===== src/hw/rs_ctrl_pkg.sv =====
////////////////////////////////////////////////////////////////////////////
// Shared types and constants for the Reed-Solomon decoder main controller.
// Holds the state encodings of both sequencers, the error-locator degree
// type and the default number of symbols per codeword.
////////////////////////////////////////////////////////////////////////////

package rs_ctrl_pkg;

   // Symbols per codeword for RS(31,k) over GF(2^5)
   localparam int default_codeword_len = 31;

   // Error-locator degree or number of Chien search roots
   typedef logic [2:0] degree_t;

   typedef enum logic [3:0] {
      dec_idle, dec_load, dec_wait_rx, dec_eval_synd,
      dec_err_found, dec_kes_run, dec_csee_start,
      dec_out_wait, dec_out_load, dec_out_busy,
      dec_fail_idle, dec_fail_rx,
      dec_clean_out, dec_clean_load, dec_clean_busy
   } decode_state_t;

   typedef enum logic [3:0] {
      xfr_idle, xfr_rx, xfr_rx_done, xfr_hold,
      xfr_out_first, xfr_out_start, xfr_out_run, xfr_out_done,
      xfr_overlap_start, xfr_overlap_run,
      xfr_overlap_done_rx, xfr_overlap_done
   } transfer_state_t;

endpackage

===== src/hw/rs_main_control.sv =====
////////////////////////////////////////////////////////////////////////////
// Top level of the RS decoder main controller. Connects the decode
// sequencer, the transfer sequencer and the symbol counters. All control
// strobes are single-cycle or level signals on clock1.
////////////////////////////////////////////////////////////////////////////

`timescale 1ns/1ps

module rs_main_control #(
   parameter int codeword_len = rs_ctrl_pkg::default_codeword_len
) (
   input  logic                 clock1,
   input  logic                 reset,
   input  logic                 start,
   input  logic                 errdetect,
   input  logic                 finish_kes,
   input  rs_ctrl_pkg::degree_t rootcntr,
   input  rs_ctrl_pkg::degree_t lambda_degree,
   output logic                 ready,
   output logic                 active_sc,
   output logic                 active_kes,
   output logic                 active_csee,
   output logic                 evalsynd,
   output logic                 holdsynd,
   output logic                 errfound,
   output logic                 decode_fail,
   output logic                 dataoutstart,
   output logic                 dataoutend,
   output logic                 shift_fifo,
   output logic                 hold_fifo,
   output logic                 en_infifo,
   output logic                 en_outfifo,
   output logic                 lastdataout,
   output logic                 evalerror
);

   logic datainfinish;
   logic count_in_en;
   logic rx_last;

   decode_sequencer u_decode (
      .clock1(clock1), .reset(reset), .start(start),
      .errdetect(errdetect), .finish_kes(finish_kes),
      .rootcntr(rootcntr), .lambda_degree(lambda_degree),
      .datainfinish(datainfinish), .dataoutend(dataoutend),
      .ready(ready), .active_sc(active_sc), .active_kes(active_kes),
      .active_csee(active_csee), .evalsynd(evalsynd), .errfound(errfound),
      .decode_fail(decode_fail), .en_outfifo(en_outfifo)
   );

   transfer_sequencer #(.codeword_len(codeword_len)) u_transfer (
      .clock1(clock1), .reset(reset), .active_sc(active_sc),
      .en_outfifo(en_outfifo), .rx_last(rx_last), .lastdataout(lastdataout),
      .shift_fifo(shift_fifo), .hold_fifo(hold_fifo), .en_infifo(en_infifo),
      .holdsynd(holdsynd), .dataoutstart(dataoutstart),
      .dataoutend(dataoutend), .datainfinish(datainfinish),
      .count_in_en(count_in_en), .evalerror(evalerror)
   );

   symbol_counters #(.codeword_len(codeword_len)) u_counters (
      .clock1(clock1), .reset(reset), .count_in_en(count_in_en),
      .evalerror(evalerror), .rx_last(rx_last), .lastdataout(lastdataout)
   );

endmodule


===== src/hw/transfer_sequencer.sv =====
////////////////////////////////////////////////////////////////////////////
// Transfer sequencer of the RS main controller. Moore FSM that fills the
// input FIFO, holds it during syndrome evaluation and shifts the codeword
// out to the corrector. The overlap states receive the next codeword while
// the current one is still being output.
////////////////////////////////////////////////////////////////////////////

`timescale 1ns/1ps

module transfer_sequencer #(
   parameter int codeword_len = rs_ctrl_pkg::default_codeword_len
) (
   input  logic clock1,
   input  logic reset,
   input  logic active_sc,
   input  logic en_outfifo,
   input  logic rx_last,
   input  logic lastdataout,
   output logic shift_fifo,
   output logic hold_fifo,
   output logic en_infifo,
   output logic holdsynd,
   output logic dataoutstart,
   output logic dataoutend,
   output logic datainfinish,
   output logic count_in_en,
   output logic evalerror
);

   import rs_ctrl_pkg::*;

   transfer_state_t state;
   transfer_state_t state_next;

   // The overlap needs the input count to trail the output count
   if (codeword_len < 2) begin : g_len_check
      $fatal(1, "codeword_len must be at least 2");
   end

   always_ff @(posedge clock1 or negedge reset) begin
      if (!reset)
         state <= xfr_idle;
      else
         state <= state_next;
   end

   always_comb begin
      state_next = state;
      case (state)
         xfr_idle:
            if (active_sc) state_next = xfr_rx;
         xfr_rx:
            if (rx_last) state_next = xfr_rx_done;
         xfr_rx_done:
            state_next = xfr_hold;
         xfr_hold:
            if (en_outfifo) state_next = xfr_out_first;
         xfr_out_first:
            state_next = active_sc ? xfr_overlap_start : xfr_out_start;
         xfr_out_start:
            state_next = active_sc ? xfr_overlap_run : xfr_out_run;
         xfr_out_run: begin
            // Last symbol out together with a load strobe starts receiving at once
            if (lastdataout)
               state_next = active_sc ? xfr_overlap_done : xfr_out_done;
            else if (active_sc)
               state_next = xfr_overlap_run;
         end
         xfr_out_done:
            state_next = active_sc ? xfr_rx : xfr_idle;
         xfr_overlap_start:
            state_next = xfr_overlap_run;
         xfr_overlap_run: begin
            if (lastdataout && rx_last)
               state_next = xfr_overlap_done_rx;
            else if (lastdataout)
               state_next = xfr_overlap_done;
         end
         xfr_overlap_done_rx:
            state_next = xfr_hold;
         // Output finished, the new frame keeps receiving
         xfr_overlap_done:
            state_next = rx_last ? xfr_rx_done : xfr_rx;
         default:
            state_next = xfr_idle;
      endcase
   end

   // Moore outputs, evalerror also enables the output counter
   always_comb begin
      shift_fifo   = 1'b0;
      hold_fifo    = 1'b0;
      en_infifo    = 1'b0;
      holdsynd     = 1'b0;
      dataoutstart = 1'b0;
      dataoutend   = 1'b0;
      datainfinish = 1'b0;
      count_in_en  = 1'b0;
      evalerror    = 1'b0;
      case (state)
         xfr_rx, xfr_overlap_run, xfr_overlap_done: begin
            shift_fifo  = 1'b1;
            en_infifo   = 1'b1;
            count_in_en = 1'b1;
            evalerror   = (state == xfr_overlap_run);
            dataoutend  = (state == xfr_overlap_done);
         end
         xfr_rx_done: begin
            shift_fifo   = 1'b1;
            en_infifo    = 1'b1;
            datainfinish = 1'b1;
         end
         xfr_hold: begin
            hold_fifo = 1'b1;
            holdsynd  = 1'b1;
         end
         xfr_out_first: begin
            hold_fifo = 1'b1;
            evalerror = 1'b1;
         end
         xfr_out_start: begin
            dataoutstart = 1'b1;
            shift_fifo   = 1'b1;
            evalerror    = 1'b1;
         end
         xfr_out_run: begin
            shift_fifo = 1'b1;
            evalerror  = 1'b1;
         end
         xfr_out_done:
            dataoutend = 1'b1;
         xfr_overlap_start: begin
            dataoutstart = 1'b1;
            shift_fifo   = 1'b1;
            en_infifo    = 1'b1;
            count_in_en  = 1'b1;
            evalerror    = 1'b1;
         end
         xfr_overlap_done_rx: begin
            dataoutend   = 1'b1;
            shift_fifo   = 1'b1;
            en_infifo    = 1'b1;
            datainfinish = 1'b1;
         end
         default: begin
            shift_fifo = 1'b0;
         end
      endcase
   end

endmodule


===== src/hw/decode_sequencer.sv =====
////////////////////////////////////////////////////////////////////////////
// Decode sequencer of the RS main controller. Moore FSM that loads a new
// codeword, starts syndrome evaluation, runs the key-equation solver and
// the Chien search when errors are present, then releases the output FIFO.
// A start seen during output loads the next frame in the background.
////////////////////////////////////////////////////////////////////////////

`timescale 1ns/1ps

module decode_sequencer (
   input  logic                 clock1,
   input  logic                 reset,
   input  logic                 start,
   input  logic                 errdetect,
   input  logic                 finish_kes,
   input  rs_ctrl_pkg::degree_t rootcntr,
   input  rs_ctrl_pkg::degree_t lambda_degree,
   input  logic                 datainfinish,
   input  logic                 dataoutend,
   output logic                 ready,
   output logic                 active_sc,
   output logic                 active_kes,
   output logic                 active_csee,
   output logic                 evalsynd,
   output logic                 errfound,
   output logic                 decode_fail,
   output logic                 en_outfifo
);

   import rs_ctrl_pkg::*;

   decode_state_t state;
   decode_state_t state_next;
   logic          degree_match;
   logic          rx_pending;

   // Decoding succeeded when every locator root was found
   assign degree_match = (lambda_degree == rootcntr);

   always_ff @(posedge clock1 or negedge reset) begin
      if (!reset) begin
         state      <= dec_idle;
         rx_pending <= 1'b0;
      end else begin
         state      <= state_next;
         // Next frame finished receiving in the same cycle as a failed output
         rx_pending <= datainfinish && (state_next == dec_fail_rx);
      end
   end

   always_comb begin
      state_next = state;
      case (state)
         dec_idle:
            if (start) state_next = dec_load;
         dec_load:
            state_next = dec_wait_rx;
         dec_wait_rx:
            if (datainfinish) state_next = dec_eval_synd;
         dec_eval_synd:
            state_next = errdetect ? dec_err_found : dec_clean_out;
         dec_err_found:
            state_next = dec_kes_run;
         dec_kes_run:
            if (finish_kes) state_next = dec_csee_start;
         dec_csee_start:
            state_next = dec_out_wait;
         dec_out_wait: begin
            if (dataoutend)
               state_next = degree_match ? dec_idle : dec_fail_idle;
            else if (start)
               state_next = dec_out_load;
         end
         // Output of the corrected frame with the next frame loading
         dec_out_load, dec_out_busy: begin
            if (dataoutend) begin
               if (!degree_match)
                  state_next = dec_fail_rx;
               else if (datainfinish)
                  state_next = dec_eval_synd;
               else
                  state_next = dec_wait_rx;
            end else begin
               state_next = dec_out_busy;
            end
         end
         dec_fail_idle:
            state_next = start ? dec_load : dec_idle;
         dec_fail_rx:
            state_next = (datainfinish || rx_pending) ? dec_eval_synd : dec_wait_rx;
         dec_clean_out: begin
            if (dataoutend)
               state_next = dec_idle;
            else if (start)
               state_next = dec_clean_load;
         end
         dec_clean_load, dec_clean_busy: begin
            if (dataoutend)
               state_next = datainfinish ? dec_eval_synd : dec_wait_rx;
            else
               state_next = dec_clean_busy;
         end
         default:
            state_next = dec_idle;
      endcase
   end

   // Moore outputs
   always_comb begin
      ready       = 1'b1;
      active_sc   = 1'b0;
      active_kes  = 1'b0;
      active_csee = 1'b0;
      evalsynd    = 1'b0;
      errfound    = 1'b0;
      decode_fail = 1'b0;
      en_outfifo  = 1'b0;
      case (state)
         dec_load:
            active_sc = 1'b1;
         dec_eval_synd: begin
            ready    = 1'b0;
            evalsynd = 1'b1;
         end
         dec_err_found: begin
            ready      = 1'b0;
            active_kes = 1'b1;
            errfound   = 1'b1;
         end
         dec_kes_run: begin
            ready      = 1'b0;
            active_kes = 1'b1;
         end
         dec_csee_start: begin
            ready       = 1'b0;
            active_kes  = 1'b1;
            active_csee = 1'b1;
         end
         dec_out_wait, dec_out_busy: begin
            active_kes = 1'b1;
            en_outfifo = 1'b1;
         end
         dec_out_load: begin
            active_sc  = 1'b1;
            active_kes = 1'b1;
            en_outfifo = 1'b1;
         end
         dec_fail_idle, dec_fail_rx:
            decode_fail = 1'b1;
         dec_clean_out, dec_clean_busy:
            en_outfifo = 1'b1;
         dec_clean_load: begin
            active_sc  = 1'b1;
            en_outfifo = 1'b1;
         end
         default: begin
            ready = 1'b1;
         end
      endcase
   end

endmodule


===== src/hw/symbol_counters.sv =====
////////////////////////////////////////////////////////////////////////////
// Input and output symbol counters of the RS main controller. Each counter
// runs while its enable is high and clears as soon as it drops. Only the
// end-of-receive and end-of-output flags leave this block.
////////////////////////////////////////////////////////////////////////////

`timescale 1ns/1ps

module symbol_counters #(
   parameter int codeword_len = rs_ctrl_pkg::default_codeword_len
) (
   input  logic clock1,
   input  logic reset,
   input  logic count_in_en,
   input  logic evalerror,
   output logic rx_last,
   output logic lastdataout
);

   // Output count has to reach codeword_len itself
   localparam int cnt_w = $clog2(codeword_len + 1);

   logic [cnt_w-1:0] in_cnt;
   logic [cnt_w-1:0] out_cnt;

   always_ff @(posedge clock1 or negedge reset) begin
      if (!reset) begin
         in_cnt  <= '0;
         out_cnt <= '0;
      end else begin
         in_cnt  <= count_in_en ? in_cnt + 1'b1 : '0;
         out_cnt <= evalerror ? out_cnt + 1'b1 : '0;
      end
   end

   assign rx_last     = (in_cnt == cnt_w'(codeword_len - 1));
   assign lastdataout = (out_cnt == cnt_w'(codeword_len));

endmodule


===== config.mk =====
export PLATFORM = sky130hd
export DESIGN_NAME = rs_main_control
export DESIGN_NICKNAME = d
export VERILOG_FILES = /design/src/hw/rs_ctrl_pkg.sv /design/src/hw/rs_main_control.sv /design/src/hw/transfer_sequencer.sv /design/src/hw/decode_sequencer.sv /design/src/hw/symbol_counters.sv
export SDC_FILE = /design/constraint.sdc
export NUM_CORES = 1
export LEC_CHECK = 0
export BUFFER_PORTS_ARGS = -buffer_cell sky130_fd_sc_hd__buf_2
export CAP_MARGIN = 0
export CORE_UTILIZATION = 57
export DETAILED_ROUTE_END_ITERATION = 6
export GPL_TIMING_DRIVEN = 1
export PLACE_DENSITY_LB_ADDON = 0.2
export REMOVE_ABC_BUFFERS = 1
export SETUP_SLACK_MARGIN = 0.5
export SYNTH_ARGS = -nofsm -noshare
export SYNTH_HDL_FRONTEND = slang
export SYNTH_SLANG_ARGS = --single-unit

===== constraint.sdc =====
create_clock -name clock1 -period 4.7 [get_ports clock1]
set_input_delay 0.47 -clock clock1 [delete_from_list [all_inputs] [get_ports clock1]]
set_output_delay 0.47 -clock clock1 [all_outputs]
set_load 0.02 [all_outputs]

==> impl_results.md <==
* Status: finished clean
* Switch Pwr at approximately 0.0006 W
* Synth top area share at 0.314
* # diodes at 0
* Top-count cell post-synth: nor2_1
* Total grt overflow at 0
* Cts bufs inserted at 3
* Met1 WL at about 1.4 mm
* R2R Setup Slk at between 2 and 2.5 ns
* Sequential area share after synthesis at 0.314
* Starting Density at 0.606
* WP data arrival at 1.96 ns
* Routed vias at approximately 1.4k
* Clock root buffer: clkbuf_4
* Pre-antenna DRT Iters at 4
* CP max FO at 18
* Clock Pin Slew Worst Setup and Hold Paths at approximately 0.10 ns
* Pre-CTS setup slack at 2.50 ns
* Initial antenna violation count at 0
* Int Power at about 0.00055 W
* Dominant synthesized flop cell: dfrtp_1
* Via density at 6.07
* Max Slew Vio Count at 0
* Crit path from: u_transfer.state[2]$_DFFE_PN0P_
* Synth Instances at 178
* Static leakage at 0.778 nW
* Post-CTS resize count at 0
* Clock network power share at 0.067
* Hold Fails Final Rpt at 0
* Die Ht at 53.5 um
* Clock Latency Late Sink at 0.29 ns
* DRC at 0
* Pwr per Cell Area at about 700 mW/mm2
* Hold Crit Class: in -> async
* Postcts setup bufs at 0
* Mapped cell area at ~0.0015 mm2
* Per-cell routed wire length at about 13 um
* Io pins at 27
* Worst VDD drop at 0.461 mV
* Final setup viols at 0
* H-tree level count at 1
* Logic pwr share at 0.634
* Syn. warnings at 0
* Core box area at 0.00250 mm2
* Worst path required time at 4.23 ns
* Final-layout fill cell count at 210
* Setup_tns at 0 ns
* Async SR Flop Fraction at 1.00
* RD Place Congestion at about 0.9
* Part of the power in registers at 0.300
* Die area at approximately 0.0029 mm2
* Synthesized flop and latch total at 19
* Die Width at 53.5 um
* Pin count of the biggest net entering global routing at 20
* Share of cells above drive strength 1 at 0.192
* Post-synth EDFFs at 0
* Crit share post-route at 0.518
* Slew margin rel. at 0.601
* Synth area leader: dfrtp_1
* RSZ-0062 raised after global routing: no
* DR iter-0 viols at 45
* Synth unique cells at 54
* ANT nets after route at 0
* Syn_area_per_cell at 8.51 um2
* Minimum clock period at 2.43 ns
* Worst r2r path cells at 8
* Clk_skew at 0.00577 ns
* Crit path launch type: register
* Area Overhead vs Synth at 8.10%
* Setup WS post-layout at approximately 2.3 ns
* I/O Buffers at 26
* Synth top area cells: dfrtp_1 31%, nor2_1 5.5%, xor2_1 4.6%, nand2b_1 4.5%, a21oi_1 3.3%
* TritonCTS clock tree: built
* Final WL at 3.07 mm
* WS Path Type: reg -> out
* Total chip power at 0.00117 W
* CTS hold repair buffers at 0
* Worst slew pin tran at 0.598 ns
* Fmax at about 410 MHz
* Vias in the first global route at 1084
* Maxcap violations at 0
* R2R Path End: u_transfer.state[1]$_DFFE_PN0P_
* CTS sink cnt at 19
* Most frequent cells after synthesis: 22 x nor2_1, 19 x dfrtp_1, 11 x nand2b_1
* Critical path capture point type: output pin
* Final net count at 214
* RR Startpoint: u_counters.out_cnt[0]$_DFF_PN0_
* Max Root-Sink Buffers at 2
* DP HPWL at between 2 and 2.5 mm
* Routed length on met3 at between 150 and 200 um
* First-pass GRT wire length at approximately 5 mm
* Sw frac at 0.527
* Total GRT Usage at 0.231
* Core Rows at 18
* Wire length on met2 at around 1.4 mm
* Uppermost routed layer: met4
-- power groups by stage --
stage	logic, W	clock network [W]	registers [W]
finish	0.000740	0.0000778	0.000350
detailed placement	0.000729	0	0.000348
global placement	0.000717	0	0.000345
CTS	0.000734	0.0000815	0.000344
floorplan	0.000564	0	0.000315
global route	0.000805	0.0000873	0.000363
-- layout by cell type (no fill, tap or decap), types with 3 or more instances in the layout --
cell type  synthesis  routed
a21oi_1           10      10
and4b_1            3       3
buf_2              3      26
clkbuf_4           0       3
dfrtp_1           19      19
ha_1               4       4
inv_1              7       7
nand2_1            8       8
nand2b_1          11      11
nand3_1            7       7
nor2_1            22      22
nor2b_1            3       3
nor3_1             5       5
o21ai_0            8       8
o21ai_1            4       4
xnor2_1            3       3
xor2_1             8       8
-- stage by stage --
stage / instances / hold WS (ns) / util / area, um2
floorplan: 168 / 0.174 / - / 1440
global placement: 224 / 0.417 / 0.644 / 1610
detailed placement: 224 / 0.420 / 0.644 / 1610
CTS: 228 / 0.0954 / 0.655 / 1640
global route: 228 / 0.124 / 0.655 / 1640
finish: 228 / 0.0873 / 0.655 / 1640
-- flip-flops by register name, indices dropped and copies added, names as in the netlist --
name / count
u_decode.rx_pending: 1
u_decode.state: 4
u_counters.out_cnt: 5
u_transfer.state: 4
u_counters.in_cnt: 5
-- how the worst max path moves through the flow --
| stage | endpoint | cells past startpoint | slack (ns) |
|---|---|---|---|
| final | evalerror | 5 | 2.27 |
| after CTS | evalerror | 5 | 2.27 |
| after global placement | u_transfer.state[1]$_DFFE_PN0P_ | 8 | 2.58 |
| after detailed placement | u_transfer.state[1]$_DFFE_PN0P_ | 8 | 2.50 |
| after global routing | evalerror | 5 | 2.14 |
| after floorplan | u_transfer.state[1]$_DFFE_PN0P_ | 8 | 2.52 |
-- critical path: stages, from the launching register on --
cell and delay (ns):
dfrtp_1 0.57, and2b_1 0.31, o21a_1 0.19, a21oi_1 0.38
inv_1 0.07, buf_2 0.17
-- layout make-up --
type / instances / area [um2] / area share
well taps: 30 / 37.5 / 0.0229
repair buffers: 26 / 130 / 0.0795
inverters: 9 / 35.0 / 0.0214
multi-input cells: 140 / 932 / 0.570
flip-flops and latches: 19 / 475 / 0.291
clock buffers: 4 / 26.3 / 0.0161
-- logic make-up after synthesis --
family,Yosys count,synth area share
buffers and inverters,19,0.0702
AND/OR/NAND/NOR,76,0.277
AO/OA/AOI/OAI,48,0.224
adder cells (fa/ha/maj),4,0.0331
XOR/XNOR,12,0.0818
flip-flops,19,0.314
-- per-layer routing --
layer  GRT usage  up-vias
met5           0        -
met4       0.105        0
met3      0.0282       10
met2       0.323       57
met1       0.352      631
li1            -      687
(Power assumes the default switching activity.)
